File: src/rtl/gpio_pkg.sv
// 16 pins on two 8-bit lanes, little-endian data lanes only, single HCLK domain
package gpio_pkg;

  // ========================================
  // Sizes
  // ========================================
  localparam int PORT_WIDTH = 16;  // Fixed, logic is built on two byte lanes
  localparam int HALF_WIDTH = 8;   // One byte lane of pins

  // Write target, word offset in the low 4 bits, NONE outside the 4-bit range
  typedef enum logic [4:0] {
    DATA       = 5'h00,
    DATAOUT    = 5'h01,
    OUTENSET   = 5'h04,
    OUTENCLR   = 5'h05,
    ALTFUNCSET = 5'h06,
    ALTFUNCCLR = 5'h07,
    INTENSET   = 5'h08,
    INTENCLR   = 5'h09,
    INTTYPESET = 5'h0A,
    INTTYPECLR = 5'h0B,
    INTPOLSET  = 5'h0C,
    INTPOLCLR  = 5'h0D,
    INTCLEAR   = 5'h0E,
    NONE       = 5'h10
  } reg_sel_e;

  // Error response sequence
  typedef enum logic [1:0] {
    IDLE      = 2'b00,
    NOT_READY = 2'b01,  // gready low, gresp high
    ERROR     = 2'b10   // Both high
  } resp_state_e;

  // ========================================
  // Bundles
  // ========================================
  typedef struct packed {
    logic        sel;
    logic [11:0] addr;
    logic        write;
    logic [1:0]  size;   // 0 byte, 1 halfword, 2 word
    logic        trans;
    logic [31:0] wdata;
  } io_req_t;

  typedef struct packed {
    reg_sel_e              target;
    logic                  masked_lo;  // Write into low byte mask region
    logic                  masked_hi;  // Write into high byte mask region
    logic [1:0]            lane_en;
    logic [HALF_WIDTH-1:0] bit_mask;   // Address bits 9:2
    logic [PORT_WIDTH-1:0] wdata;
  } wr_ctl_t;

  typedef struct packed {
    logic [PORT_WIDTH-1:0] dout;
    logic [PORT_WIDTH-1:0] douten;
    logic [PORT_WIDTH-1:0] altfunc;  // Already gated by the function mask
  } port_state_t;

  typedef struct packed {
    logic [PORT_WIDTH-1:0] datain;   // After the two-flop synchronizer
    logic [PORT_WIDTH-1:0] inten;
    logic [PORT_WIDTH-1:0] inttype;  // 1 edge, 0 level
    logic [PORT_WIDTH-1:0] intpol;   // 1 high/rising, 0 low/falling
    logic [PORT_WIDTH-1:0] intstat;
  } irq_state_t;

  // Expand the two lane enables to one bit per pin
  function automatic logic [PORT_WIDTH-1:0] lane_mask(input logic [1:0] lane_en);
    lane_mask = {{HALF_WIDTH{lane_en[1]}}, {HALF_WIDTH{lane_en[0]}}};
  endfunction

  // Next value of a set/clear register pair
  function automatic logic [PORT_WIDTH-1:0] set_clr(input logic [PORT_WIDTH-1:0] cur,
                                                    input wr_ctl_t               wr,
                                                    input reg_sel_e              set_sel,
                                                    input reg_sel_e              clr_sel);
    logic [PORT_WIDTH-1:0] bits;
    bits    = wr.wdata & lane_mask(wr.lane_en);  // Only bytes that were written
    set_clr = cur;
    if (wr.target == set_sel)
    begin
      set_clr = cur | bits;
    end
    else if (wr.target == clr_sel)
    begin
      set_clr = cur & ~bits;
    end
  endfunction

endpackage

File: src/rtl/gpio_access_decode.sv
// Writes are single-cycle strobes; gready low only flags an error, writes are never stalled
`timescale 1ns/1ps

module gpio_access_decode import gpio_pkg::*;
(
  input  logic    HCLK,
  input  logic    HRESETn,
  input  io_req_t req,
  output wr_ctl_t wr,
  output logic    gready,
  output logic    gresp
);

  logic        write_trans;  // Qualified write cycle
  logic [1:0]  lane_en;
  logic        reserved;     // Write address with no writable register
  reg_sel_e    target;
  resp_state_e state_q;
  resp_state_e state_nxt;

  assign write_trans = req.sel & req.write & req.trans;

  // ========================================
  // Byte lanes
  // ========================================
  // Word, halfword at address bit 1 low, or byte at the matching offset
  assign lane_en[0] = req.size[1] | (~req.addr[1] & req.size[0]) | (req.addr[1:0] == 2'b00);
  assign lane_en[1] = req.size[1] | (~req.addr[1] & req.size[0]) | (req.addr[1:0] == 2'b01);

  // ========================================
  // Write target
  // ========================================
  always_comb
  begin
    target = NONE;
    if (write_trans && (req.addr[11:6] == 6'h00))  // Register window 0x000-0x03C
    begin
      case (req.addr[5:2])
        4'h0:    target = DATA;
        4'h1:    target = DATAOUT;
        4'h4:    target = OUTENSET;
        4'h5:    target = OUTENCLR;
        4'h6:    target = ALTFUNCSET;
        4'h7:    target = ALTFUNCCLR;
        4'h8:    target = INTENSET;
        4'h9:    target = INTENCLR;
        4'hA:    target = INTTYPESET;
        4'hB:    target = INTTYPECLR;
        4'hC:    target = INTPOLSET;
        4'hD:    target = INTPOLCLR;
        4'hE:    target = INTCLEAR;
        default: target = NONE;  // 0x2, 0x3 and 0xF hold nothing writable
      endcase
    end
  end

  assign wr.target    = target;
  assign wr.masked_lo = write_trans & (req.addr[11:10] == 2'b01) & lane_en[0];  // 0x400-0x7FC
  assign wr.masked_hi = write_trans & (req.addr[11:10] == 2'b10) & lane_en[1];  // 0x800-0xBFC
  assign wr.lane_en   = lane_en;
  assign wr.bit_mask  = req.addr[9:2];
  assign wr.wdata     = req.wdata[PORT_WIDTH-1:0];  // Little-endian, low half only

  // ========================================
  // Error response
  // ========================================
  // Offsets 0x8/0xC and the ID area at the top of the map
  assign reserved = (req.addr[11:2] == 10'h002) | (req.addr[11:2] == 10'h003) |
                    (req.addr >= 12'hFCF);

  always_ff @(posedge HCLK or negedge HRESETn)
  begin
    if (!HRESETn)
    begin
      state_q <= IDLE;
    end
    else
    begin
      state_q <= state_nxt;
    end
  end

  always_comb
  begin
    state_nxt = state_q;
    gready    = 1'b1;
    gresp     = 1'b0;
    case (state_q)
      IDLE:
      begin
        if (write_trans && reserved)
        begin
          state_nxt = NOT_READY;  // Only sampled here, later requests pass unchecked
        end
      end
      NOT_READY:
      begin
        gready    = 1'b0;
        gresp     = 1'b1;
        state_nxt = ERROR;
      end
      ERROR:
      begin
        gresp     = 1'b1;  // Second cycle of the two-cycle response
        state_nxt = IDLE;
      end
      default: state_nxt = IDLE;
    endcase
  end

endmodule

File: src/rtl/gpio_irq.sv
// port_in is seen two HCLK edges late, interrupt status one edge after that
`timescale 1ns/1ps

module gpio_irq import gpio_pkg::*;
(
  input  logic                  HCLK,
  input  logic                  HRESETn,
  input  logic [PORT_WIDTH-1:0] port_in,
  input  wr_ctl_t               wr,
  output irq_state_t            irq
);

  logic [PORT_WIDTH-1:0] sync1_q;
  logic [PORT_WIDTH-1:0] sync2_q;      // Synchronized input
  logic [PORT_WIDTH-1:0] last_q;       // Previous input, for edges
  logic [PORT_WIDTH-1:0] inten_q;
  logic [PORT_WIDTH-1:0] inttype_q;
  logic [PORT_WIDTH-1:0] intpol_q;
  logic [PORT_WIDTH-1:0] intstat_q;
  logic [PORT_WIDTH-1:0] level_int;
  logic [PORT_WIDTH-1:0] rise_int;
  logic [PORT_WIDTH-1:0] fall_int;
  logic [PORT_WIDTH-1:0] raw_int;
  logic [PORT_WIDTH-1:0] masked_int;
  logic [PORT_WIDTH-1:0] clr_bits;     // Write-one-to-clear bits

  // ========================================
  // Input synchronizer
  // ========================================
  always_ff @(posedge HCLK or negedge HRESETn)
  begin
    if (!HRESETn)
    begin
      sync1_q <= '0;
      sync2_q <= '0;
    end
    else
    begin
      sync1_q <= port_in;
      sync2_q <= sync1_q;
    end
  end

  // Edge history only moves while some pin is edge type
  always_ff @(posedge HCLK or negedge HRESETn)
  begin
    if (!HRESETn)
    begin
      last_q <= '0;
    end
    else if (|inttype_q)
    begin
      last_q <= sync2_q;
    end
  end

  // ========================================
  // Configuration
  // ========================================
  always_ff @(posedge HCLK or negedge HRESETn)
  begin
    if (!HRESETn)
    begin
      inten_q   <= '0;
      inttype_q <= '0;
      intpol_q  <= '0;
    end
    else
    begin
      inten_q   <= set_clr(inten_q, wr, INTENSET, INTENCLR);
      inttype_q <= set_clr(inttype_q, wr, INTTYPESET, INTTYPECLR);
      intpol_q  <= set_clr(intpol_q, wr, INTPOLSET, INTPOLCLR);
    end
  end

  // ========================================
  // Detection and status
  // ========================================
  assign level_int  = ~inttype_q & ~(sync2_q ^ intpol_q);              // Input equals polarity
  assign rise_int   = inttype_q & intpol_q & sync2_q & ~last_q;
  assign fall_int   = inttype_q & ~intpol_q & ~sync2_q & last_q;
  assign raw_int    = level_int | rise_int | fall_int;
  assign masked_int = raw_int & inten_q;

  assign clr_bits = (wr.target == INTCLEAR) ? (wr.wdata & lane_mask(wr.lane_en)) : '0;

  // A new interrupt wins over a clear on the same pin
  always_ff @(posedge HCLK or negedge HRESETn)
  begin
    if (!HRESETn)
    begin
      intstat_q <= '0;
    end
    else
    begin
      intstat_q <= (intstat_q & ~clr_bits) | masked_int;
    end
  end

  assign irq.datain  = sync2_q;
  assign irq.inten   = inten_q;
  assign irq.inttype = inttype_q;
  assign irq.intpol  = intpol_q;
  assign irq.intstat = intstat_q;

endmodule

File: src/rtl/gpio_port_regs.sv
// Acts only on decoded write controls; altfunc reset value is gated by the function mask
`timescale 1ns/1ps

module gpio_port_regs import gpio_pkg::*;
#(
  parameter logic [PORT_WIDTH-1:0] ALT_FUNC_MASK    = 16'hFFFF,  // Pins that have a function
  parameter logic [PORT_WIDTH-1:0] ALT_FUNC_DEFAULT = 16'h0000   // Function select at reset
)
(
  input  logic        HCLK,
  input  logic        HRESETn,
  input  wr_ctl_t     wr,
  output port_state_t ports
);

  logic [PORT_WIDTH-1:0] dout_q;
  logic [PORT_WIDTH-1:0] dout_nxt;
  logic [PORT_WIDTH-1:0] douten_q;
  logic [PORT_WIDTH-1:0] altfunc_q;
  logic                  plain_write;  // DATA or DATAOUT

  assign plain_write = (wr.target == DATA) || (wr.target == DATAOUT);

  // ========================================
  // Output data
  // ========================================
  always_comb
  begin
    dout_nxt = dout_q;

    // Low byte, plain write wins over the mask region
    if (plain_write && wr.lane_en[0])
    begin
      dout_nxt[HALF_WIDTH-1:0] = wr.wdata[HALF_WIDTH-1:0];
    end
    else if (wr.masked_lo)
    begin
      dout_nxt[HALF_WIDTH-1:0] = (wr.wdata[HALF_WIDTH-1:0] & wr.bit_mask) |
                                 (dout_q[HALF_WIDTH-1:0] & ~wr.bit_mask);
    end

    // High byte, same rules with lane 1
    if (plain_write && wr.lane_en[1])
    begin
      dout_nxt[PORT_WIDTH-1:HALF_WIDTH] = wr.wdata[PORT_WIDTH-1:HALF_WIDTH];
    end
    else if (wr.masked_hi)
    begin
      dout_nxt[PORT_WIDTH-1:HALF_WIDTH] = (wr.wdata[PORT_WIDTH-1:HALF_WIDTH] & wr.bit_mask) |
                                          (dout_q[PORT_WIDTH-1:HALF_WIDTH] & ~wr.bit_mask);
    end
  end

  always_ff @(posedge HCLK or negedge HRESETn)
  begin
    if (!HRESETn)
    begin
      dout_q <= '0;
    end
    else
    begin
      dout_q <= dout_nxt;  // Holds when nothing addressed it
    end
  end

  // ========================================
  // Output enable and alternate function
  // ========================================
  always_ff @(posedge HCLK or negedge HRESETn)
  begin
    if (!HRESETn)
    begin
      douten_q <= '0;
    end
    else
    begin
      douten_q <= set_clr(douten_q, wr, OUTENSET, OUTENCLR);
    end
  end

  always_ff @(posedge HCLK or negedge HRESETn)
  begin
    if (!HRESETn)
    begin
      altfunc_q <= ALT_FUNC_DEFAULT;
    end
    else
    begin
      altfunc_q <= set_clr(altfunc_q, wr, ALTFUNCSET, ALTFUNCCLR);
    end
  end

  assign ports.dout    = dout_q;
  assign ports.douten  = douten_q;
  assign ports.altfunc = altfunc_q & ALT_FUNC_MASK;  // Pins without a function read zero

endmodule

File: src/rtl/gpio_top.sv
// ID register area reads zero; io_rdata is combinational from io_addr
`timescale 1ns/1ps

module gpio_top import gpio_pkg::*;
#(
  parameter logic [PORT_WIDTH-1:0] ALT_FUNC_MASK    = 16'hFFFF,
  parameter logic [PORT_WIDTH-1:0] ALT_FUNC_DEFAULT = 16'h0000
)
(
  input  logic                  HCLK,
  input  logic                  HRESETn,
  input  logic                  io_sel,     // Peripheral select
  input  logic [11:0]           io_addr,
  input  logic                  io_write,
  input  logic [1:0]            io_size,
  input  logic                  io_trans,
  input  logic [31:0]           io_wdata,
  input  logic [PORT_WIDTH-1:0] port_in,
  output logic [31:0]           io_rdata,
  output logic                  gready,
  output logic                  gresp,
  output logic [PORT_WIDTH-1:0] port_out,
  output logic [PORT_WIDTH-1:0] port_en,
  output logic [PORT_WIDTH-1:0] port_func,
  output logic [PORT_WIDTH-1:0] gpio_int,   // Per-pin interrupt
  output logic                  comb_int    // Any pin
);

  io_req_t               req;
  wr_ctl_t               wr;
  port_state_t           ports;
  irq_state_t            irq;
  logic [PORT_WIDTH-1:0] rd_word;

  assign req = '{sel:   io_sel,
                 addr:  io_addr,
                 write: io_write,
                 size:  io_size,
                 trans: io_trans,
                 wdata: io_wdata};

  // ========================================
  // Blocks
  // ========================================
  gpio_access_decode u_decode (
    .HCLK    (HCLK),
    .HRESETn (HRESETn),
    .req     (req),
    .wr      (wr),
    .gready  (gready),
    .gresp   (gresp)
  );

  gpio_port_regs #(
    .ALT_FUNC_MASK    (ALT_FUNC_MASK),
    .ALT_FUNC_DEFAULT (ALT_FUNC_DEFAULT)
  ) u_port_regs (
    .HCLK    (HCLK),
    .HRESETn (HRESETn),
    .wr      (wr),
    .ports   (ports)
  );

  gpio_irq u_irq (
    .HCLK    (HCLK),
    .HRESETn (HRESETn),
    .port_in (port_in),
    .wr      (wr),
    .irq     (irq)
  );

  // ========================================
  // Read-back
  // ========================================
  always_comb
  begin
    rd_word = '0;
    case (io_addr[11:10])
      2'b00:
      begin
        if (io_addr[9:6] == 4'h0)
        begin
          case (io_addr[5:2])
            4'h0:       rd_word = irq.datain;
            4'h1:       rd_word = ports.dout;
            4'h4, 4'h5: rd_word = ports.douten;   // Set and clear read the same
            4'h6, 4'h7: rd_word = ports.altfunc;
            4'h8, 4'h9: rd_word = irq.inten;
            4'hA, 4'hB: rd_word = irq.inttype;
            4'hC, 4'hD: rd_word = irq.intpol;
            4'hE:       rd_word = irq.intstat;
            default:    rd_word = '0;
          endcase
        end
      end
      // Masked input reads, mask from address bits 9:2
      2'b01: rd_word[HALF_WIDTH-1:0] = irq.datain[HALF_WIDTH-1:0] & io_addr[9:2];
      2'b10: rd_word[PORT_WIDTH-1:HALF_WIDTH] = irq.datain[PORT_WIDTH-1:HALF_WIDTH] & io_addr[9:2];
      default: rd_word = '0;
    endcase
  end

  assign io_rdata = {{(32-PORT_WIDTH){1'b0}}, rd_word};

  assign port_out  = ports.dout;
  assign port_en   = ports.douten;
  assign port_func = ports.altfunc;
  assign gpio_int  = irq.intstat;
  assign comb_int  = |irq.intstat;

endmodule

File: config.mk
export PLATFORM = sky130hd
export DESIGN_NAME = gpio_top
export DESIGN_NICKNAME = d
export VERILOG_FILES = /design/src/rtl/gpio_pkg.sv /design/src/rtl/gpio_access_decode.sv /design/src/rtl/gpio_irq.sv /design/src/rtl/gpio_port_regs.sv /design/src/rtl/gpio_top.sv
export SDC_FILE = /design/constraint.sdc
export NUM_CORES = 1
export LEC_CHECK = 0
export BUFFER_PORTS_ARGS = -buffer_cell sky130_fd_sc_hd__buf_2
export CORE_ASPECT_RATIO = 0.7
export CORE_MARGIN = 2
export CORE_UTILIZATION = 30
export DETAILED_ROUTE_END_ITERATION = 12
export GPL_TIMING_DRIVEN = 0
export HOLD_SLACK_MARGIN = 0.02
export SYNTH_ARGS = -nofsm -noshare
export SYNTH_HDL_FRONTEND = slang
export SYNTH_SLANG_ARGS = --single-unit
File: constraint.sdc
create_clock -name HCLK -period 2.5 [get_ports HCLK]
set_clock_uncertainty 0.15 [all_clocks]
set_input_delay 0.125 -clock HCLK [delete_from_list [all_inputs] [get_ports HCLK]]
set_output_delay 0.125 -clock HCLK [all_outputs]
set_load 0.005 [all_outputs]
# == After elaboration in Yosys (flattened, before gate mapping) ==
# Memory sizes are Yosys's and may differ from the RTL's.
# Index checks and enable logic that the tools add are counted.
# word_totals
regBits,162
rom_bits,80
mem_count,1
elab_cells,150
latch_bits,0
mem_bits_rw,0
# op_classes
order_cmp,1
eq_ne,32
n_div,0
bitwise_logic,53
muxes,24
n_shift,0
reduce_logical,27
mul,0
add_sub_neg,0
# mem_list
name,words,word_bits,rd,rd_ports_with_merged_regs,wr,line,source
(name not given),16,5,1,0,0,gpio_access_decode.sv:38,case (req.addr[5:2])
# op_table
op,count
$and A16 B16 Y16,15
$mux W16,12
$or A16 B16 Y16,8
$pmux W16 S8,1
$not A16 Y16,7
$and A8 B8 Y8,6
$eq A5 B4 Y1 const B,7
$mux W8,4
$pmux W8 S2,2
$reduce_or A16 Y1,2
$eq A4 B4 Y1 const B,7
$eq A10 B2 Y1 const B,2
$eq A5 B3 Y1 const B,4
$eq A4 B3 Y1 const B,4
$or A8 B8 Y8,2
$xor A16 B16 Y16,1
$reduce_bool A2 Y1,7
$ge A12 B12 Y1 const B,1
$reduce_or A2 Y1,6
$logic_not A4 Y1,2
$not A8 Y8,1
$and A1 B1 Y1,7
$eq A2 B1 Y1 const B,3
$logic_not A2 Y1,3
other kinds (14),23

# == Logic depth before layout (Yosys ltp) ==
# depth
depth_word,9
depth_mapped,8
ltp_nobuf,5

# == Hierarchy ==
# From an unflattened synthesis, not the netlist that was laid out.
# unflattened
hier_cells,856
hier_area_um2,8963.6
# modules_own_cells
mod,area_per_inst_um2,instances,cells_per_inst
gpio_irq,4548.1,1,381
gpio_port_regs,2336.0,1,197
gpio_top,1574.0,1,214
gpio_access_decode,505.5,1,64

# == Worst setup path before layout ==
# No wires, ideal clock.
# synth_timing
kind,input port to output port
start,input port io_addr[6]
end,output port io_rdata[14]
slack_ns,0.675
stages,4
required_ns,2.225
arrival_time_ns,1.550
cell_sequence,or4_4 -> or4_4 -> buf_6 -> a221oi_2
# synth_via
elab_chain_len,3
# synth_lines
element,line,source
from (decl),gpio_top.sv:13,"input logic [11:0] io_addr,"
$logic_not A4 Y1,gpio_top.sv:81,if (io_addr[9:6] == 4'h0)
$mux W16,gpio_top.sv:81,
$pmux W8 S2,gpio_top.sv:78,case (io_addr[11:10])
to (decl),gpio_top.sv:19,"output logic [31:0] io_rdata,"
# Every way passes these cells.

# == Worst setup path in the final report ==
# layout_timing
start,input port io_addr[3]
end,output port io_rdata[15]
# layout_via
elab_chain_len,5
# layout_lines
element,line,source
$eq A4 B4 Y1 or $eq A4 B3 Y1 (tied branches),gpio_top.sv:83,case (io_addr[5:2])
$reduce_or A2 Y1,gpio_top.sv:83,
$pmux W16 S8 *,gpio_top.sv:83,
$mux W16 *,gpio_top.sv:81,
$pmux W8 S2 *,gpio_top.sv:78,
# Every way passes the cells marked *; elsewhere a longest branch is shown, timed or not.

==> key figures <==
Outcome
  – Status: complete, no violations

Run
  – Max-Cap Viols: 0

Synth
  – Synth warn: 0
  – Adder-cell share of the synthesized area: 0.5728%
  – Synth Area in Simple Gates: 14.39%
  – Synth Area in XOR/XNOR: 0%
  – Synth Area in Compound Gates: 20.85%
  – Yosys cell types: 64
  – FF+latch count, synth: 162
  – Post-synthesis mux area share: 10.41%
  – Syn Inst Count: 864
  – Mean Syn Cell Area: between 10 and 15 µm²
  – Synth Flop Type: dfrtp_1
  – Sequential share of the synthesized area: between 40% and 50%
  – Post-synth ARST share: 100.0%
  – Post-Syn Area: 0.008737 mm²
  – EDFF count, synth: 0
  – Largest family of logic cells by synthesized area: compound AO/OA/AOI/OAI gates

Power and ir drop
  – Peak VDD IR: 0.4838 mV
  – Static Leak: 4.794 nW
  – Power per Cell Area: 617.4 mW/mm²

Clock tree
  – CTS root buffer: clkbuf_16
  – Htree depth: 4
  – Maximum clock insertion buffer count: 2
  – CTS Sinks: 162
  – CTS tree: done
  – Worst-path clk slew: about 0.07 ns
  – Num CTS Buffers: 17
  – Clock Latency Late Sink: 0.45 ns

Placed design
  – Pre-CTS setup slack: -0.4333 ns
  – IO buf count: 125
  – Detailed Place HPWL: 26330 µm
  – Placed cells: 1383
  – GPL Wtd Cong: 0.9448

Finish
  – Final cell count without fillers: 1445
  – Nets: 1124
  – Share of layout cells above drive strength 1: 28.71%
  – Syn-to-layout area delta: 24.19%

Global routing
  – Overflow after GRT: 0
  – Vias in the first global route: 7825
  – Initial antenna violation count: 1
  – GR Util All Layers: 23.57%
  – Largest net degree at the start of global routing: about 100
  – First-pass GRT wire length: 53000 µm

Critical path
  – CP endpoint kind: primary output
  – Worst Path Class, Setup: in2out
  – Critical path peak fanout: 10
  – Setup crit start kind: input port
  – CP Data Arrival Time: 2.21 ns
  – Critical Path RT: 2.23 ns

Drt
  – Via Count: 8361
  – DR vias/cell: around 5.8
  – Final wirelength: 36320 µm
  – Antenna-violating nets left: 0
  – DRT iter0 DRCs: 1016
  – Drc violations: 0
  – Wire per inst: 25.13 µm
  – DR pass1 iterations: 5

Floorplan
  – Total core area: 0.02876 mm²
  – Starting Density: 30.38%
  – Die X: 208.0 µm
  – Die height: ~150 µm
  – FP Rows: 52
  – Ports: around 170
  – Area of the die: 0.03053 mm²

Timing
  – Max-slew violation count: 0
  – Worst slew margin: 35.79%
  – Final setup vio count: 0
  – Setup ws final: 0.01415 ns
  – Setup_tns: 0 ns
  – Final worst path period share: 99.43%
  – FMAX: roughly 0.40 GHz
  – RSZ-0062 raised after global routing: no
  – Worst slew pin tran: 0.9632 ns
  – Post-layout min period: 2.486 ns
  – Final hold violation count: 0

Worst hold path
  – Hold crit path type: in2reg
==> cell families (layout without fill, tap and decap cells) <==
| family | after synthesis | after routing |
|---|---|---|
| AOI/OAI and AO/OA | 266 | 266 |
| and+or+nand+nor | 218 | 218 |
| DFF | 162 | 162 |
| other | 1 | 17 |
| muxes | 83 | 83 |
| buffers and inverters | 130 | 317 |
| adders and majority gates | 4 | 4 |
==> critical path, stage by stage <==
cell and delay (ns):
buf_2 0.15, buf_2 0.25, buf_2 0.29, buf_4 0.29, mux2i_1 0.28, o22ai_1 0.14
a222oi_1 0.34, o21ai_0 0.18, buf_2 0.16
==> stage by stage <==
stage / instance area (µm²) / power (W) / hold WS [ns] / utilization [%]
global placement: 9892 / 0.004010 / 0.08478 / 34.40
global route: 10850 / 0.006949 / 0.05879 / 37.72
floorplan: 8793 / 0.003560 / -0.3206 / -
finish: 10850 / 0.006699 / 0.03905 / 37.73
CTS: 10830 / 0.006705 / 0.02575 / 37.64
detailed placement: 9930 / 0.004038 / 0.07054 / 34.53
==> repair_timing <==
action | 4_1_cts | 5_1_grt
resized for setup | 15 | 15
pin swaps | 1 | 0
setup endpoints to repair | 32 | 22
hold endpoints to repair | 136 | 0
hold buffers | 28 | 0
setup buffers | 1 | 0
==> metal layers <==
layer	up-vias	share of wire, %	routed length, µm	track usage, %
li1	3618	-	-	-
met1	4134	46	16530	34.97
met2	553	41	14890	32.52
met3	56	12	4294	7.610
met4	0	1.7	600	6.560
met5	-	0	0	0
==> power breakdown <==
part	total [W]	leakage, nW	switching, W	internal [W]
logic	0.00100	2.49	0.000576	0.000428
registers	0.00306	2.02	0.000218	0.00284
clock network	0.00264	0.280	0.00128	0.00135
total	0.00670	4.79	0.00208	0.00462
==> layout make-up <==
class	instances	area, µm²
fillers	2917	17910
multi-input cells	587	4126
flip-flops and latches	162	4055
repair buffers	155	950.9
plain buffers	111	591.8
well taps	378	473.0
clock buffers	18	439.2
clock inverters	14	140.1
inverters	19	71.32
diodes	1	2.502
==> cells in the final DEF (no fill, tap or decap), drive strengths merged, types with 11 or more instances in the layout <==
cell type	instances
a22oi	16
inv	28
nor3	13
a41oi	16
dfrtp	162
dlygate4sd3	28
mux2i	20
clkbuf	75
nor2b	28
buf	181
mux2	63
o31ai	44
nand2	39
nor4	11
a21oi	27
conb	16
a31oi	22
nand4	20
nand3	55
o21ai	75
==> cell usage after synthesis (3+ instances only) <==
master       n  area share, %
clkbuf_1    57            2.4
nor3b_1      4           0.34
mux2i_1     20            2.3
a222oi_1     4           0.46
nor4_1      10           0.72
nand2_1     36            1.5
o221ai_1     4           0.40
a221o_1      3           0.34
dfrtp_1    162             46
buf_1        3           0.13
a22oi_1     16            1.4
nand3b_1     4           0.34
nand2b_1     5           0.36
nor2b_1     28            2.0
and3b_1      5           0.50
o211ai_1     6           0.52
o2bb2ai_1    9           0.90
nor2_1       8           0.34
o21ai_0     75            4.3
and4_1       6           0.60
o31ai_1     44            3.8
nand3_1     55            3.2
nand4_1     19            1.4
a41oi_1     16            1.6
a21o_1       3           0.26
mux2_2      62            8.0
a31oi_1     22            1.6
buf_2       17           0.97
o22ai_1      5           0.36
a32o_1       9            1.0
a22o_1       9           0.90
a21oi_1     27            1.5
and2_1       4           0.29
nand2_2      3           0.21
ha_1         4           0.57
buf_4       33            2.8
nor3_1      13           0.74
inv_1       19           0.82
==> final timing paths <==
check                                        from                 to  slack [ns]  depth (start not counted)
worst max-delay path                   io_addr[3]       io_rdata[15]        0.01                          9
worst min-delay path                  io_wdata[3]          flip-flop        0.04                          2
worst max register to register          flip-flop    u_irq.last_q[8]        0.22                          4
worst min register to register  u_irq.sync1_q[11]  u_irq.sync2_q[11]        0.19                          0
max in group asynchronous                 HRESETn   u_irq.sync2_q[8]        1.27                          3
min in group asynchronous                 HRESETn          async pin        0.12                          2
(Power assumes the default switching activity.)
